### src/glay_cfg.svh
/*
 * Vertex-reduction kernel configuration
 * Widths of the edge words, the word count and the byte lanes
 */

`ifndef GLAY_CFG_SVH
`define GLAY_CFG_SVH

// ----------------------------------------
// Datapath sizing
// ----------------------------------------

// Edge word and result value width
`define GLAY_DATA_W 32

// Word count carried in the descriptor
`define GLAY_COUNT_W 16

// Byte lanes per edge word, used by the swap
`define GLAY_BYTES 4

`endif

### src/glay_pkg.sv
/*
 * Shared types of the vertex-reduction kernel
 * Opcode and control state enums, descriptor, stream, result and
 * host status structs
 */

`include "glay_cfg.svh"

package glay_pkg;

    // ----------------------------------------
    // Enumerations
    // ----------------------------------------

    // Reduction opcodes
    typedef enum logic [1:0] {
        REDUCE_SUM = 2'd0,
        REDUCE_MAX = 2'd1,
        REDUCE_MIN = 2'd2,
        REDUCE_NZ  = 2'd3
    } reduce_op_e;

    // ap_ctrl_chain control states
    typedef enum logic [2:0] {
        CTRL_RESET = 3'd0,
        CTRL_IDLE  = 3'd1,
        CTRL_SETUP = 3'd2,
        CTRL_READY = 3'd3,
        CTRL_START = 3'd4,
        CTRL_BUSY  = 3'd5,
        CTRL_DONE  = 3'd6
    } ctrl_state_e;

    // ----------------------------------------
    // Descriptor and host control
    // ----------------------------------------

    typedef struct packed {
        reduce_op_e                opcode;
        logic                      endian;
        logic [`GLAY_COUNT_W-1:0]  count;
    } kernel_descriptor_t;

    // Descriptor as seen by the datapath
    typedef struct packed {
        logic               valid;
        kernel_descriptor_t payload;
    } descriptor_bus_t;

    typedef struct packed {
        logic ap_start;
    } ctrl_in_t;

    typedef struct packed {
        logic ap_ready;
        logic ap_done;
        logic ap_idle;
    } ctrl_out_t;

    // ----------------------------------------
    // Streams
    // ----------------------------------------

    typedef struct packed {
        logic [`GLAY_DATA_W-1:0] data;
    } edge_word_t;

    // Reduced value plus number of words consumed
    typedef struct packed {
        logic [`GLAY_DATA_W-1:0]  value;
        logic [`GLAY_COUNT_W-1:0] count;
    } reduce_result_t;

endpackage

### src/kernel_control.sv
/*
 * Kernel control
 * ap_ctrl_chain style state machine with registered ap_start,
 * state-decoded registered status and descriptor capture on job accept
 */

`timescale 1ns/10ps

module kernel_control (
    input  logic                         ap_clk,
    input  logic                         areset_control,
    input  glay_pkg::ctrl_in_t           control_in,
    output glay_pkg::ctrl_out_t          control_out,
    input  glay_pkg::kernel_descriptor_t descriptor_in,
    output glay_pkg::descriptor_bus_t    descriptor_out,
    input  logic                         engine_idle,
    input  logic                         result_taken
);

    import glay_pkg::*;

    // ----------------------------------------
    // Registers
    // ----------------------------------------
    ctrl_state_e        state;
    ctrl_state_e        next_state;
    logic               ap_start_reg;
    logic               done_reg;
    logic               desc_valid_reg;
    kernel_descriptor_t desc_reg;

    // Host start and completion registered one cycle late
    always_ff @(posedge ap_clk) begin
        if (areset_control) begin
            ap_start_reg <= 1'b0;
            done_reg     <= 1'b0;
        end else begin
            ap_start_reg <= control_in.ap_start;
            done_reg     <= result_taken;
        end
    end

    // ----------------------------------------
    // State machine
    // ----------------------------------------
    always_ff @(posedge ap_clk) begin
        if (areset_control) begin
            state <= CTRL_RESET;
        end else begin
            state <= next_state;
        end
    end

    always_comb begin
        next_state = state;
        case (state)
            CTRL_RESET: next_state = CTRL_IDLE;
            CTRL_IDLE:  next_state = CTRL_SETUP;
            // Wait for the host
            CTRL_SETUP: if (ap_start_reg) next_state = CTRL_READY;
            // Previous job must be fully drained
            CTRL_READY: if (engine_idle) next_state = CTRL_START;
            CTRL_START: next_state = CTRL_BUSY;
            CTRL_BUSY:  if (done_reg) next_state = CTRL_DONE;
            CTRL_DONE:  if (ap_start_reg) next_state = CTRL_READY;
            default:    next_state = CTRL_RESET;
        endcase
    end

    // Descriptor sampled on job acceptance
    always_ff @(posedge ap_clk) begin
        if ((state == CTRL_SETUP || state == CTRL_DONE) && ap_start_reg) begin
            desc_reg <= descriptor_in;
        end
    end

    // ----------------------------------------
    // Registered outputs from state
    // ----------------------------------------
    always_ff @(posedge ap_clk) begin
        if (areset_control) begin
            control_out    <= '{ap_ready: 1'b0, ap_done: 1'b0, ap_idle: 1'b1};
            desc_valid_reg <= 1'b0;
        end else begin
            case (state)
                CTRL_READY: begin
                    control_out    <= '{ap_ready: 1'b1, ap_done: 1'b0, ap_idle: 1'b0};
                    desc_valid_reg <= 1'b0;
                end
                // Datapath job window
                CTRL_START, CTRL_BUSY: begin
                    control_out    <= '{ap_ready: 1'b0, ap_done: 1'b0, ap_idle: 1'b0};
                    desc_valid_reg <= 1'b1;
                end
                CTRL_DONE: begin
                    control_out    <= '{ap_ready: 1'b0, ap_done: 1'b1, ap_idle: 1'b1};
                    desc_valid_reg <= 1'b0;
                end
                // Reset, idle and setup
                default: begin
                    control_out    <= '{ap_ready: 1'b0, ap_done: 1'b0, ap_idle: 1'b1};
                    desc_valid_reg <= 1'b0;
                end
            endcase
        end
    end

    assign descriptor_out = '{valid: desc_valid_reg, payload: desc_reg};

    // ----------------------------------------
    // Checks
    // ----------------------------------------
    ready_done_exclusive: assert property (@(posedge ap_clk) disable iff (areset_control)
        !(control_out.ap_ready && control_out.ap_done));

    // Registered valid only seen in BUSY and the first DONE cycle
    desc_valid_in_job: assert property (@(posedge ap_clk) disable iff (areset_control)
        descriptor_out.valid |-> (state == CTRL_BUSY || state == CTRL_DONE));

endmodule

### src/edge_stream_aligner.sv
/*
 * Edge stream aligner
 * Single-entry valid/ready register slice, byte swap on the way in
 * when the descriptor asks for it
 */

`timescale 1ns/10ps

`include "glay_cfg.svh"

module edge_stream_aligner (
    input  logic                      ap_clk,
    input  logic                      areset_control,
    input  glay_pkg::descriptor_bus_t descriptor,
    input  glay_pkg::edge_word_t      in_word,
    input  logic                      in_valid,
    output logic                      in_ready,
    output glay_pkg::edge_word_t      out_word,
    output logic                      out_valid,
    input  logic                      out_ready
);

    import glay_pkg::*;

    // Reverse byte lanes
    function automatic edge_word_t byte_swap(input edge_word_t w);
        edge_word_t s;
        for (int b = 0; b < `GLAY_BYTES; b++) begin
            s.data[8*b +: 8] = w.data[8*(`GLAY_BYTES-1-b) +: 8];
        end
        return s;
    endfunction

    // Slot free or draining, and only inside a job
    assign in_ready = descriptor.valid && (!out_valid || out_ready);

    always_ff @(posedge ap_clk) begin
        if (areset_control) begin
            out_valid <= 1'b0;
        end else if (in_valid && in_ready) begin
            out_valid <= 1'b1;
        end else if (out_ready) begin
            out_valid <= 1'b0;
        end
    end

    // Payload, no reset
    always_ff @(posedge ap_clk) begin
        if (in_valid && in_ready) begin
            out_word <= descriptor.payload.endian ? byte_swap(in_word) : in_word;
        end
    end

    // Held word must not move under back-pressure
    out_stable: assert property (@(posedge ap_clk) disable iff (areset_control)
        (out_valid && !out_ready) |=> (out_valid && $stable(out_word)));

endmodule

### src/vertex_reduce_engine.sv
/*
 * Vertex reduce engine
 * Folds the descriptor's word count by opcode from the opcode identity,
 * pushes value and count, then stays busy until the result is taken
 */

`timescale 1ns/10ps

`include "glay_cfg.svh"

module vertex_reduce_engine (
    input  logic                      ap_clk,
    input  logic                      areset_control,
    input  glay_pkg::descriptor_bus_t descriptor,
    input  glay_pkg::edge_word_t      word,
    input  logic                      word_valid,
    output logic                      word_ready,
    output glay_pkg::reduce_result_t  result,
    output logic                      result_push,
    input  logic                      result_taken,
    output logic                      engine_idle
);

    import glay_pkg::*;

    logic                     desc_valid_d;
    logic                     job_load;
    logic                     busy;
    logic                     wait_taken;
    logic [`GLAY_DATA_W-1:0]  acc;
    logic [`GLAY_COUNT_W-1:0] counter;

    // ----------------------------------------
    // Opcode helpers
    // ----------------------------------------
    function automatic logic [`GLAY_DATA_W-1:0] identity(input reduce_op_e op);
        // Min starts from all ones, the rest from zero
        return (op == REDUCE_MIN) ? '1 : '0;
    endfunction

    function automatic logic [`GLAY_DATA_W-1:0] fold(
        input reduce_op_e              op,
        input logic [`GLAY_DATA_W-1:0] a,
        input logic [`GLAY_DATA_W-1:0] w
    );
        logic [`GLAY_DATA_W-1:0] r;
        case (op)
            REDUCE_SUM: r = a + w;
            REDUCE_MAX: r = (w > a) ? w : a;
            REDUCE_MIN: r = (w < a) ? w : a;
            default:    r = a + {{(`GLAY_DATA_W-1){1'b0}}, (w != '0)};
        endcase
        return r;
    endfunction

    // ----------------------------------------
    // Job sequencing
    // ----------------------------------------

    // New job on rising edge of descriptor valid
    assign job_load = descriptor.valid && !desc_valid_d;

    // Accept until the count is reached
    assign word_ready  = busy && (counter != descriptor.payload.count);
    // Count reached, result goes out this cycle
    assign result_push = busy && (counter == descriptor.payload.count);
    assign engine_idle = !busy && !wait_taken;
    assign result      = '{value: acc, count: counter};

    always_ff @(posedge ap_clk) begin
        if (areset_control) begin
            desc_valid_d <= 1'b0;
            busy         <= 1'b0;
            wait_taken   <= 1'b0;
        end else begin
            desc_valid_d <= descriptor.valid;
            if (job_load) begin
                busy <= 1'b1;
            end else if (result_push) begin
                busy       <= 1'b0;
                wait_taken <= 1'b1;
            end else if (result_taken) begin
                wait_taken <= 1'b0;
            end
        end
    end

    // ----------------------------------------
    // Accumulator and counter
    // ----------------------------------------
    always_ff @(posedge ap_clk) begin
        if (areset_control) begin
            counter <= '0;
        end else if (job_load) begin
            counter <= '0;
        end else if (word_valid && word_ready) begin
            counter <= counter + 1'b1;
        end
    end

    always_ff @(posedge ap_clk) begin
        if (job_load) begin
            acc <= identity(descriptor.payload.opcode);
        end else if (word_valid && word_ready) begin
            acc <= fold(descriptor.payload.opcode, acc, word.data);
        end
    end

    counter_bounded: assert property (@(posedge ap_clk) disable iff (areset_control)
        busy |-> (counter <= descriptor.payload.count));

endmodule

### src/result_port.sv
/*
 * Result port
 * One-entry output register, holds the result under back-pressure
 * and flags the accepting cycle back to control
 */

`timescale 1ns/10ps

module result_port (
    input  logic                     ap_clk,
    input  logic                     areset_control,
    input  glay_pkg::reduce_result_t result_in,
    input  logic                     push,
    output glay_pkg::reduce_result_t out_result,
    output logic                     out_valid,
    input  logic                     out_ready,
    output logic                     result_taken
);

    import glay_pkg::*;

    // Valid until the consumer takes it
    always_ff @(posedge ap_clk) begin
        if (areset_control) begin
            out_valid <= 1'b0;
        end else if (push) begin
            out_valid <= 1'b1;
        end else if (out_ready) begin
            out_valid <= 1'b0;
        end
    end

    // Held value
    always_ff @(posedge ap_clk) begin
        if (push) begin
            out_result <= result_in;
        end
    end

    // High only in the transfer cycle
    assign result_taken = out_valid && out_ready;

    // Engine must wait for the slot to drain
    no_push_when_full: assert property (@(posedge ap_clk) disable iff (areset_control)
        push |-> !out_valid);

endmodule

### src/kernel_top.sv
/*
 * Vertex-reduction kernel top level
 * Control block plus aligner, reduce engine and result port
 */

`timescale 1ns/10ps

module kernel_top (
    input  logic                         ap_clk,
    input  logic                         areset_control,
    input  glay_pkg::ctrl_in_t           control_in,
    output glay_pkg::ctrl_out_t          control_out,
    input  glay_pkg::kernel_descriptor_t descriptor_in,
    input  glay_pkg::edge_word_t         in_word,
    input  logic                         in_valid,
    output logic                         in_ready,
    output glay_pkg::reduce_result_t     out_result,
    output logic                         out_valid,
    input  logic                         out_ready
);

    import glay_pkg::*;

    // ----------------------------------------
    // Internal wiring
    // ----------------------------------------
    descriptor_bus_t descriptor;
    edge_word_t      aligned_word;
    logic            aligned_valid;
    logic            aligned_ready;
    reduce_result_t  engine_result;
    logic            result_push;
    logic            result_taken;
    logic            engine_idle;

    kernel_control kernel_control_inst (
        .ap_clk         (ap_clk),
        .areset_control (areset_control),
        .control_in     (control_in),
        .control_out    (control_out),
        .descriptor_in  (descriptor_in),
        .descriptor_out (descriptor),
        .engine_idle    (engine_idle),
        .result_taken   (result_taken)
    );

    // Input side
    edge_stream_aligner edge_stream_aligner_inst (
        .ap_clk         (ap_clk),
        .areset_control (areset_control),
        .descriptor     (descriptor),
        .in_word        (in_word),
        .in_valid       (in_valid),
        .in_ready       (in_ready),
        .out_word       (aligned_word),
        .out_valid      (aligned_valid),
        .out_ready      (aligned_ready)
    );

    vertex_reduce_engine vertex_reduce_engine_inst (
        .ap_clk         (ap_clk),
        .areset_control (areset_control),
        .descriptor     (descriptor),
        .word           (aligned_word),
        .word_valid     (aligned_valid),
        .word_ready     (aligned_ready),
        .result         (engine_result),
        .result_push    (result_push),
        .result_taken   (result_taken),
        .engine_idle    (engine_idle)
    );

    // Output side
    result_port result_port_inst (
        .ap_clk         (ap_clk),
        .areset_control (areset_control),
        .result_in      (engine_result),
        .push           (result_push),
        .out_result     (out_result),
        .out_valid      (out_valid),
        .out_ready      (out_ready),
        .result_taken   (result_taken)
    );

endmodule

### config.mk
export PLATFORM = sky130hd
export DESIGN_NAME = kernel_top
export DESIGN_NICKNAME = d
export VERILOG_FILES = /design/src/glay_pkg.sv /design/src/kernel_control.sv /design/src/edge_stream_aligner.sv /design/src/vertex_reduce_engine.sv /design/src/result_port.sv /design/src/kernel_top.sv
export VERILOG_INCLUDE_DIRS = /design/src
export SDC_FILE = /design/constraint.sdc
export NUM_CORES = 1
export LEC_CHECK = 0
export CORE_MARGIN = 2
export CORE_UTILIZATION = 35
export DETAILED_ROUTE_END_ITERATION = 10
export DONT_BUFFER_PORTS = 1
export PLACE_DENSITY_LB_ADDON = 0.12
export REMOVE_ABC_BUFFERS = 1
export SYNTH_ARGS = -nofsm -noshare
export SYNTH_HDL_FRONTEND = slang
export SYNTH_SLANG_ARGS = --single-unit
### constraint.sdc
create_clock -name ap_clk -period 4.94 [get_ports ap_clk]
set_input_delay 0.741 -clock ap_clk [delete_from_list [all_inputs] [get_ports ap_clk]]
set_output_delay 0.741 -clock ap_clk [all_outputs]
set_load 0.01 [all_outputs]
==> key figures, run 1 <==
Placement
  – GP Congestion: 0.883
  – I/O Buffers: 0
  – Dpl hpwl: 17.0 mm
  – Dpl cells: 1131

Worst setup path
  – Crit Reg-Reg Startpoint: edge_stream_aligner_inst.out_word[29]
  – Arrival @ worst endpoint: 4.07 ns
  – R2r setup slk: 1.02 ns
  – Critical Path RT: 5.09 ns
  – Crit path largest cell delay: 0.59 ns
  – Worst setup SP type: flip-flop
  – R2R cell count: 15
  – Crit-path cells: nor4_1, nand4_1, nor2_1, o21ai_0, ha_1, inv_1, fa_1, nand2b_1, a21o_1, a31oi_2, o211ai_4, o211ai_4, a31oi_4, mux2i_1, a211oi_2
  – Crit Path Max Fanout: 4
  – CP delay by family, top: simple AND/OR/NAND/NOR gates
  – Most used cell, CP: o211ai_4
  – Crit end category: flip-flop
  – Reg-to-reg critical path endpoint: vertex_reduce_engine_inst.acc[28]
  – Slowest stage cell, crit path: nor4_1
  – Critical path class: reg2reg
  – Buffers plus inverters on the worst setup path: 1

Logic synthesis
  – Post-synth ARST share: 0
  – Top cell type's share of synthesized area: 0.426
  – Largest family of logic cells by synthesized area: compound AO/OA/AOI/OAI gates
  – Synth Warn #: 0
  – Synth Instances: 815
  – Top area cells in the synthesized netlist: edfxtp_1 43%, ha_1 9.1%, dfxtp_1 6.5%
  – Yosys reg bits: 161
  – Number of enable flip-flop cells after synthesis: 131
  – Post-synth top flop: edfxtp_1
  – Mean Syn Cell Area: 11.3 um^2
  – Sequential fraction of the synthesis area: 0.491
  – Synth cell types: 78
  – Leading area contributor after synthesis: edfxtp_1
  – Synth Area in Adders: 0.0930
  – Area fraction in compound gates after synthesis: 0.148
  – Post-synthesis mux area share: 0.0499
  – Mapped cell area: 9230 um^2
  – Area share of and/or/nand/nor cells after synthesis: 0.131
  – XOR/XNOR Fraction of Synth Area: 0.0503

Final layout
  – Layout cells sized above 1: 0.136
  – Finished Layout Cells: 1163
  – Total Nets Final: 939
  – Largest register by flop count: result_port_inst.out_result
  – Regs by FF count: result_port_inst.out_result (48), edge_stream_aligner_inst.out_word (32), vertex_reduce_engine_inst.acc (32)
  – Max FFs per register: 48
  – Synthesis-to-finish area growth: 10.4%
  – Diode count: 0

STA
  – Worst slew margin: 0.195
  – Final setup viols: 0
  – Clock skew: 0.0161 ns
  – Clock period minus final worst setup slack: 3.92 ns
  – Worst Tran Pin Value: 1.21 ns
  – Unrepaired setup endpoints after global routing: no
  – Final hold vios: 0
  – Fmax: 0.255 GHz
  – Final setup TNS: 0 ns
  – Period utilisation layout: 0.793
  – Slew Limit Fails: 0

Clocking
  – Worst-path clk slew: 0.07 ns
  – Post-CTS setup buffers: 0
  – Clk Latency, worst-skew pair: 0.44 ns
  – Post-CTS resize count: 0
  – CTS buffer count: 17
  – CTS tree: yes
  – Maximum buffer depth of the clock tree: 2
  – Hold buffer count at CTS: 0
  – Clk root buf: clkbuf_16
  – Clock sinks: 161
  – H-Tree Depth: 4

Route
  – Routed wire length: 23.2 mm
  – TritonRoute pass-1 iters: 5
  – Post-DR vias/cell: 5.36
  – Antenna Nets Post-Route: 0
  – Total number of vias: 6238
  – DR DRC count: 0
  – 1st-iter DRT viols: 446
  – Routed WL per cell: 20.0 um

Floorplan
  – Die Ht: 166 um
  – Die area: 27700 um^2
  – Row count: 59
  – Initial Utilization: 0.355
  – I/O pin count: 109
  – Width of the die: 166 um
  – CORE AREA: 26000 um^2

GRT
  – Total grt overflow: 0
  – Initial antenna violation count: 0
  – First-pass GRT wire length: 36.8 mm
  – GRT Overall Usage: 0.170
  – Largest net degree at the start of global routing: 33
  – Vias in the first global route: 6330

Hold path
  – Min-delay worst type: in2reg
  – Min-Delay Path Depth: 1
  – Hold Startpoint: areset_control
  – Hold endpoint: vertex_reduce_engine_inst.wait_taken

Power and ir drop
  – P per Cell Area: 302 nW/um^2
  – Lkg Pwr: 3.87 nW
  – Max VDD drop: 0.203 mV

Status
  – Status: complete, no violations

Job
  – Max cap viols: 0
synthesized netlist by cell type, types with 6 or more instances:
library cell and instances:
buf_1 6, mux2i_1 10, ha_1 67, a211oi_1 8
a21o_1 27, dfxtp_1 30, nor2b_1 6, xnor2_1 29
nor2_1 48, edfxtp_1 131, inv_1 48, nand2b_1 6
o21a_1 6, a21oi_1 79, nand4_1 18, mux2_2 32
and2_1 37, o21ai_0 21, xor2_1 24, nor3b_1 7
nor4_1 11, nand3_1 12, nand2_1 38, and3_1 6
clkbuf_1 14
metal layers:
metal,up-vias,GRT usage,share of wire
met1,3060,0.229,0.47
met5,-,0,0
met2,127,0.279,0.48
li1,3026,-,-
met3,25,0.0355,0.036
met4,0,0.0446,0.015
layout make-up:
type / count / area, um^2
Clock buffer: 17 / 425
Clock inverter: 15 / 168
Fill cell: 2545 / 15800
Inverter: 48 / 180
Multi-Input combinational cell: 578 / 4390
Sequential cell: 161 / 4530
Tap cell: 335 / 419
Timing Repair Buffer: 9 / 67.6
power breakdown:
group / internal [mW] / total (mW) / switching (mW) / leakage, nW
Clock: 0.678 / 1.32 / 0.644 / 0.279
Sequential: 1.49 / 1.52 / 0.0233 / 1.45
Combinational: 0.0969 / 0.235 / 0.138 / 2.13
Total: 2.27 / 3.07 / 0.806 / 3.87
metrics by stage:
step / worst slack [ns] / power, mW / hold WS (ns) / util / instance area (um^2)
final: 1.02 / 3.07 / 0.370 / 0.392 / 10200
after global routing: 0.774 / 3.20 / 0.346 / 0.392 / 10200
after CTS: 1.04 / 3.11 / 0.352 / 0.392 / 10200
after detailed placement: 0.984 / 1.78 / 0.482 / 0.369 / 9590
after global placement: 1.05 / 1.78 / 0.476 / 0.369 / 9590
after floorplan: 0.192 / 1.72 / 0.426 / - / 9080
worst max-delay path by stage:
stage	start	endpoint	slack (ns)	depth (start not counted)
4_1_cts	edge_stream_aligner_inst.out_word[30]	vertex_reduce_engine_inst.acc[28]	1.04	15
2_1_floorplan	vertex_reduce_engine_inst.acc[1]	vertex_reduce_engine_inst.acc[0]	0.19	9
5_1_grt	edge_stream_aligner_inst.out_word[30]	vertex_reduce_engine_inst.acc[30]	0.77	15
3_5_place_dp	edge_stream_aligner_inst.out_word[30]	vertex_reduce_engine_inst.acc[28]	0.98	15
3_3_place_gp	edge_stream_aligner_inst.out_word[30]	vertex_reduce_engine_inst.acc[28]	1.05	15
6_report	edge_stream_aligner_inst.out_word[29]	vertex_reduce_engine_inst.acc[28]	1.02	15
kinds of logic (layout without fill, tap and decap cells):
family	Yosys count	in the layout
fa+ha+maj	68	68
xor+xnor	53	53
buf+inv	76	89
simple gates	219	219
compound gates	196	196
flops	161	161
mux	42	42
cells in the final DEF, fill, tap and decap left out, types with 6 or more instances in the layout:
cell / synthesis / layout
nor2b_1: 6 / 6
nor3b_1: 7 / 7
o21a_1: 6 / 6
mux2i_1: 10 / 10
xnor2_1: 29 / 29
edfxtp_1: 131 / 131
clkbuf_16: 0 / 17
a21oi_1: 79 / 78
a211oi_1: 8 / 8
mux2_2: 32 / 32
and2_1: 37 / 37
nand2_1: 38 / 38
buf_4: 1 / 9
dfxtp_1: 30 / 30
nand3_1: 12 / 12
ha_1: 67 / 67
xor2_1: 24 / 24
a21o_1: 27 / 27
nand4_1: 18 / 18
nand2b_1: 6 / 6
o21ai_0: 21 / 21
inv_1: 48 / 48
nor4_1: 11 / 11
nor2_1: 48 / 48
Power figures use the tool's default switching activity.
==> inputs of run 2 (changes only) <==
--- a/config.mk
+++ b/config.mk
@@ -6,6 +6,7 @@
 export SDC_FILE = /design/constraint.sdc
 export NUM_CORES = 1
 export LEC_CHECK = 0
+export ABC_AREA = 1
 export CORE_MARGIN = 2
 export CORE_UTILIZATION = 35
 export DETAILED_ROUTE_END_ITERATION = 10
==> constraint.sdc (replaced) <==
create_clock -name ap_clk -period 4 [get_ports ap_clk]
set_input_delay 0.6 -clock ap_clk [delete_from_list [all_inputs] [get_ports ap_clk]]
set_output_delay 0.6 -clock ap_clk [all_outputs]
set_load 0.01 [all_outputs]
==> run 2 against run 1 <==
Effect of this change: synthesized area up 7.1%; sequential power increased by 29%; critical path depth grew 5; largest cell class unchanged; wire length grew 19%; first-iteration DRC count up 22%; highest routed layer unchanged; largest power group unchanged; final area up 8.0%.
==> key figures, run 2 <==
Route
  – 1st-iter DRT viols: 545
  – Antenna Nets Post-Route: 0
  – Post-DR vias/cell: 4.76
  – Routed wire length: 27.6 mm
  – Total number of vias: 7776
  – DR DRC count: 0
  – TritonRoute pass-1 iters: 5
  – Routed WL per cell: 16.9 um

Worst setup path
  – R2R cell count: 20
  – Critical path class: reg2reg
  – Most used cell, CP: nand2_1
  – Crit Path Max Fanout: 4
  – Critical Path RT: 4.19 ns
  – Crit end category: flip-flop
  – Worst setup SP type: flip-flop
  – Arrival @ worst endpoint: 3.56 ns
  – Slowest stage cell, crit path: nor4_1
  – Crit path largest cell delay: 0.65 ns
  – Crit-path cells: nor4_1, nand4_1, nor2_1, o21ai_0, ha_1, inv_1, fa_1, inv_1, nand3_1, nand3_1, nand2_1, nand2_1, nand2_1, nand2_1, nand2_1, nand2_1, nand2_1, nand3_1, nand2_1, nand2_1

GRT
  – Initial antenna violation count: 0
  – First-pass GRT wire length: 42.9 mm
  – Largest net degree at the start of global routing: 33
  – Total grt overflow: 0
  – GRT Overall Usage: 0.194
  – Vias in the first global route: 7545

Final layout
  – Synthesis-to-finish area growth: 11.2%
  – Post-route cell area: 11000 um^2
  – Diode count: 0
  – Largest register by flop count: result_port_inst.out_result
  – Max FFs per register: 48
  – Commonest non-fill, non-tap cell in the layout: nand2_1
  – Most frequent cells in the layout: 326 x nand2_1, 214 x inv_1, 131 x edfxtp_1
  – Total Nets Final: 1367
  – Regs by FF count: result_port_inst.out_result (48), edge_stream_aligner_inst.out_word (32), vertex_reduce_engine_inst.acc (32)
  – Layout cells sized above 1: 0.0565

Status
  – Status: complete, no violations

STA
  – Final hold vios: 0
  – Final setup TNS: 0 ns
  – Worst Tran Pin Value: 1.07 ns
  – Clock period minus final worst setup slack: 3.38 ns
  – Final setup viols: 0
  – Period utilisation layout: 0.845
  – Unrepaired setup endpoints after global routing: no
  – Worst slew margin: 0.288
  – Fmax: 0.296 GHz
  – Clock skew: 0.0240 ns
  – Slew Limit Fails: 0

Placement
  – Dpl hpwl: 20.7 mm
  – Post-DP Area: 10400 um^2
  – GP Congestion: 0.868
  – I/O Buffers: 0

Floorplan
  – Die area: 29600 um^2
  – Initial Utilization: 0.356
  – Width of the die: 172 um
  – Die Ht: 172 um
  – I/O pin count: 109
  – CORE AREA: 27800 um^2
  – Row count: 61

Logic synthesis
  – Leading area contributor after synthesis: edfxtp_1
  – Synth cell types: 35
  – Top area cells in the synthesized netlist: edfxtp_1 40%, nand2_1 12%, ha_1 8.5%
  – Post-synth ARST share: 0
  – Top cell type's share of synthesized area: 0.398
  – Most frequent cells after synthesis: 326 x nand2_1, 216 x inv_1, 131 x edfxtp_1
  – Count leader, synth: nand2_1
  – Post-synth top flop: edfxtp_1
  – Sequential fraction of the synthesis area: 0.458
  – Yosys reg bits: 161
  – Number of enable flip-flop cells after synthesis: 131
  – Mapped cell area: 9890 um^2
  – Mean Syn Cell Area: 8.00 um^2
  – Synth Warn #: 0
  – Synth Instances: 1236

Power and ir drop
  – P per Cell Area: 384 nW/um^2
  – Lkg Pwr: 5.08 nW
  – Max VDD drop: 0.229 mV

Clocking
  – Clk root buf: clkbuf_16
  – Clock sinks: 161
  – Clk Latency, worst-skew pair: 0.46 ns
  – Maximum buffer depth of the clock tree: 2
  – Post-CTS resize count: 0
  – CTS tree: yes
  – H-Tree Depth: 4
  – Post-CTS setup buffers: 0
  – CTS buffer count: 17
  – Hold buffer count at CTS: 0
  – Worst-path clk slew: 0.08 ns

Hold path
  – Min-Delay Path Depth: 1
  – Min-delay worst type: in2reg

Job
  – Max cap viols: 0
-- run 2: cell types whose count changed after synthesis, moves of 17 or more --
cell     delta
a21o_1     -26
and2_1     -35
inv_1     +168
mux2_2     -32
nand2_1   +288
nand3_1    +45
nor2_1     +65
o21ai_0    +53
xnor2_1    -25
xor2_1     +17
-- run 2: worst max-delay path: cells and delay by family (launching register included) --
kind	cells	cell delay [ns]
AND/OR/NAND/NOR	15	1.96
flip-flops	1	0.53
adder cells (fa/ha/maj)	2	0.38
buffers and inverters	2	0.14
AO/OA/AOI/OAI	1	0.09
-- run 2: final timing paths --
check / from / end / slack [ns]
worst max-delay path: edge_stream_aligner_inst.out_word[12] / vertex_reduce_engine_inst.acc[22] / 0.62
worst min-delay path: areset_control / result_port_inst.out_valid / 0.20
worst max register to register: edge_stream_aligner_inst.out_word[12] / vertex_reduce_engine_inst.acc[22] / 0.62
worst min register to register: kernel_control_inst.state[1] / kernel_control_inst.desc_valid_reg / 0.45
-- run 2: layer usage --
metal / up-vias / routed length (um) / GRT usage
met4: 0 / 651 / 0.0636
met5: - / 0 / 0
met3: 36 / 1560 / 0.0506
li1: 4009 / - / -
met2: 207 / 12800 / 0.317
met1: 3524 / 12700 / 0.251
-- run 2: power breakdown --
group          internal (mW)  total, mW  switching [mW]
logic                  0.177      0.544           0.367
clock network          0.860       1.72           0.863
registers               1.90       1.96          0.0603
-- run 2: cell type report --
cell class	instances	area, um^2
timing repair buffer	14	118
clock buffer	17	425
clock inverter	15	205
inverter	217	817
fill	2920	16800
tap	378	473
multi-input combinational	832	4430
sequential	161	4530
-- run 2: per-stage QoR --
step / hold WS (ns) / utilization / cells / setup WS, ns / total power, mW
2_1_floorplan: 0.403 / - / 1210 / 1.12 / 2.36
5_1_grt: 0.191 / 0.396 / 1634 / 0.381 / 4.43
6_report: 0.204 / 0.396 / 1634 / 0.621 / 4.22
4_1_cts: 0.189 / 0.396 / 1634 / 0.703 / 4.28
3_5_place_dp: 0.441 / 0.373 / 1602 / 0.731 / 2.54
3_3_place_gp: 0.445 / 0.373 / 1602 / 0.727 / 2.54
-- run 2: cells by family (layout without fill, tap and decap cells) --
| group | Yosys count | in the layout | synth area share |
|---|---|---|---|
| xor gates and xnor gates | 45 | 45 | 0.0398 |
| AOI/OAI and AO/OA | 166 | 166 | 0.0898 |
| and+or+nand+nor | 553 | 553 | 0.230 |
| adders and majority gates | 68 | 68 | 0.0868 |
| buffers and inverters | 243 | 263 | 0.0946 |
| DFF | 161 | 161 | 0.458 |
==> inputs of run 3 (changes only) <==
==> constraint.sdc (replaced) <==
create_clock -name ap_clk -period 3.4 [get_ports ap_clk]
set_input_delay 0.51 -clock ap_clk [delete_from_list [all_inputs] [get_ports ap_clk]]
set_output_delay 0.51 -clock ap_clk [all_outputs]
set_load 0.01 [all_outputs]
==> run 3 against run 2 <==
Effect of this change: maximum frequency is 11% higher; critical path type unchanged; die area unchanged; critical path depth up 1; clock power is 9% higher; cell count is 0.31% higher; count of clock-buffer cells in the layout grew 1; clock skew down 0.0087 ns; hold slack lost 0.077 ns.
==> key figures, run 3 (synthesized netlist as in run 2, its figures left out) <==
Status
  – Status: complete, no violations

Final layout
  – Max FFs per register: 48
  – Most frequent cells in the layout: 326 x nand2_1, 214 x inv_1, 131 x edfxtp_1
  – Diode count: 0
  – Layout cells sized above 1: 0.0595
  – Total Nets Final: 1372
  – Synthesis-to-finish area growth: 11.1%
  – Regs by FF count: result_port_inst.out_result (48), edge_stream_aligner_inst.out_word (32), vertex_reduce_engine_inst.acc (32)
  – Largest register by flop count: result_port_inst.out_result
  – Commonest non-fill, non-tap cell in the layout: nand2_1
  – Post-route cell area: 11000 um^2

Route
  – 1st-iter DRT viols: 491
  – Total number of vias: 7790
  – Post-DR vias/cell: 4.75
  – DR DRC count: 0
  – TritonRoute pass-1 iters: 5
  – Routed wire length: 28.0 mm
  – Routed WL per cell: 17.1 um
  – Antenna Nets Post-Route: 0

Worst setup path
  – Reg-to-reg critical path endpoint: vertex_reduce_engine_inst.acc[30]
  – Crit end category: flip-flop
  – Arrival @ worst endpoint: 3.22 ns
  – Crit Reg-Reg Startpoint: edge_stream_aligner_inst.out_word[22]
  – R2r setup slk: 0.37 ns
  – R2R cell count: 21
  – Critical path class: reg2reg
  – Critical Path RT: 3.59 ns
  – Crit Path Max Fanout: 4
  – Worst setup SP type: flip-flop

Clocking
  – CTS buffer count: 17
  – CTS tree: yes
  – H-Tree Depth: 4
  – Maximum buffer depth of the clock tree: 2
  – Clock sinks: 161
  – Worst-path clk slew: 0.08 ns
  – Hold buffer count at CTS: 0
  – Clk root buf: clkbuf_16
  – Clk Latency, worst-skew pair: 0.44 ns

Floorplan
  – Initial Utilization: 0.356
  – Row count: 61
  – Die Ht: 172 um
  – CORE AREA: 27800 um^2
  – Width of the die: 172 um
  – I/O pin count: 109
  – Die area: 29600 um^2

STA
  – Worst slew margin: 0.263
  – Fmax: 0.330 GHz
  – Slew Limit Fails: 0
  – Clock period minus final worst setup slack: 3.03 ns
  – Period utilisation layout: 0.892
  – Worst Tran Pin Value: 1.10 ns
  – Final hold vios: 0
  – Unrepaired setup endpoints after global routing: no
  – Final setup viols: 0
  – Final setup TNS: 0 ns
  – Clock skew: 0.0153 ns

Placement
  – I/O Buffers: 0
  – GP Congestion: 0.906
  – Dpl hpwl: 21.0 mm
  – Post-DP Area: 10400 um^2

Power and ir drop
  – Lkg Pwr: 5.08 nW
  – Max VDD drop: 0.309 mV
  – P per Cell Area: 440 nW/um^2

Hold path
  – Hold endpoint: result_port_inst.out_valid
  – Min-delay worst type: in2reg
  – Hold Startpoint: areset_control
  – Min-Delay Path Depth: 1

GRT
  – Total grt overflow: 0
  – Initial antenna violation count: 0
  – Vias in the first global route: 7784
  – Largest net degree at the start of global routing: 39
  – First-pass GRT wire length: 43.7 mm
  – GRT Overall Usage: 0.198

Job
  – Max cap viols: 0
run 3: cell types whose count changed in the layout (fill, tap and decap cells not counted), moves of 2 or more:
cell      change
clkinv_8      -6
inv_6         +3
buf_4         +3
buf_12        +2
clkinv_4      +2
inv_8         -2
run 3: through the flow:
stage | util | total power [mW] | cells | hold slack, ns | setup slack [ns]
finish | 0.396 | 4.84 | 1639 | 0.127 | 0.367
CTS | 0.395 | 4.88 | 1639 | 0.112 | 0.274
global route | 0.396 | 5.07 | 1639 | 0.110 | 0.0292
floorplan | - | 2.78 | 1210 | 0.403 | 0.524
global placement | 0.376 | 3.01 | 1607 | 0.441 | 0.409
detailed placement | 0.376 | 3.01 | 1607 | 0.439 | 0.291
run 3: timing repair:
item | in CTS | in global routing
gates resized for setup | 0 | 1
buffers inserted | 0 | 0
setup endpoints to repair | 0 | 2
run 3: worst max-delay path, stage by stage (launching register included):
cell and delay (ns):
edfxtp_1 0.43, nor4_2 0.33, buf_4 0.17, nand4_1 0.13, nor2_1 0.12, o21ai_0 0.09
ha_1 0.20, inv_1 0.07, fa_1 0.20, inv_1 0.08, nand3_1 0.07, nand3_1 0.14
nand2_1 0.10, nand2_1 0.07, nand2_1 0.07, nand2_1 0.10, nand2_1 0.10, nand2_1 0.06
nand2_1 0.05, nand3_1 0.06, nand2_1 0.09, nand2_1 0.05
run 3: worst max-delay path by stage:
stage | slack (ns) | from | end
after floorplan | 0.52 | kernel_control_inst.descriptor_out[17] | vertex_reduce_engine_inst.acc[30]
after global placement | 0.41 | edge_stream_aligner_inst.out_word[16] | vertex_reduce_engine_inst.acc[30]
after detailed placement | 0.29 | edge_stream_aligner_inst.out_word[21] | vertex_reduce_engine_inst.acc[30]
after CTS | 0.27 | edge_stream_aligner_inst.out_word[21] | vertex_reduce_engine_inst.acc[30]
after global routing | 0.03 | edge_stream_aligner_inst.out_word[16] | vertex_reduce_engine_inst.acc[28]
final | 0.37 | edge_stream_aligner_inst.out_word[22] | vertex_reduce_engine_inst.acc[30]
run 3: metal layers:
layer | global-route usage | routed length, um | vias to the layer above
li1 | - | - | 4015
met5 | 0 | 0 | -
met1 | 0.256 | 13000 | 3543
met3 | 0.0506 | 1620 | 34
met2 | 0.328 | 12800 | 198
met4 | 0.0555 | 530 | 0
run 3: layout make-up:
class / instances / area (um^2)
Clock buffer: 18 / 429
Clock inverter: 14 / 125
Fill cell: 2911 / 16800
Inverter: 217 / 817
Multi-Input combinational cell: 832 / 4430
Sequential cell: 161 / 4530
Tap cell: 378 / 473
Timing Repair Buffer: 19 / 180
run 3: power breakdown:
group | internal [mW] | switching (mW) | leakage [nW]
combinational | 0.215 | 0.445 | 3.39
clock | 0.960 | 0.919 | 0.269
sequential | 2.23 | 0.0681 | 1.43
total | 3.41 | 1.43 | 5.08
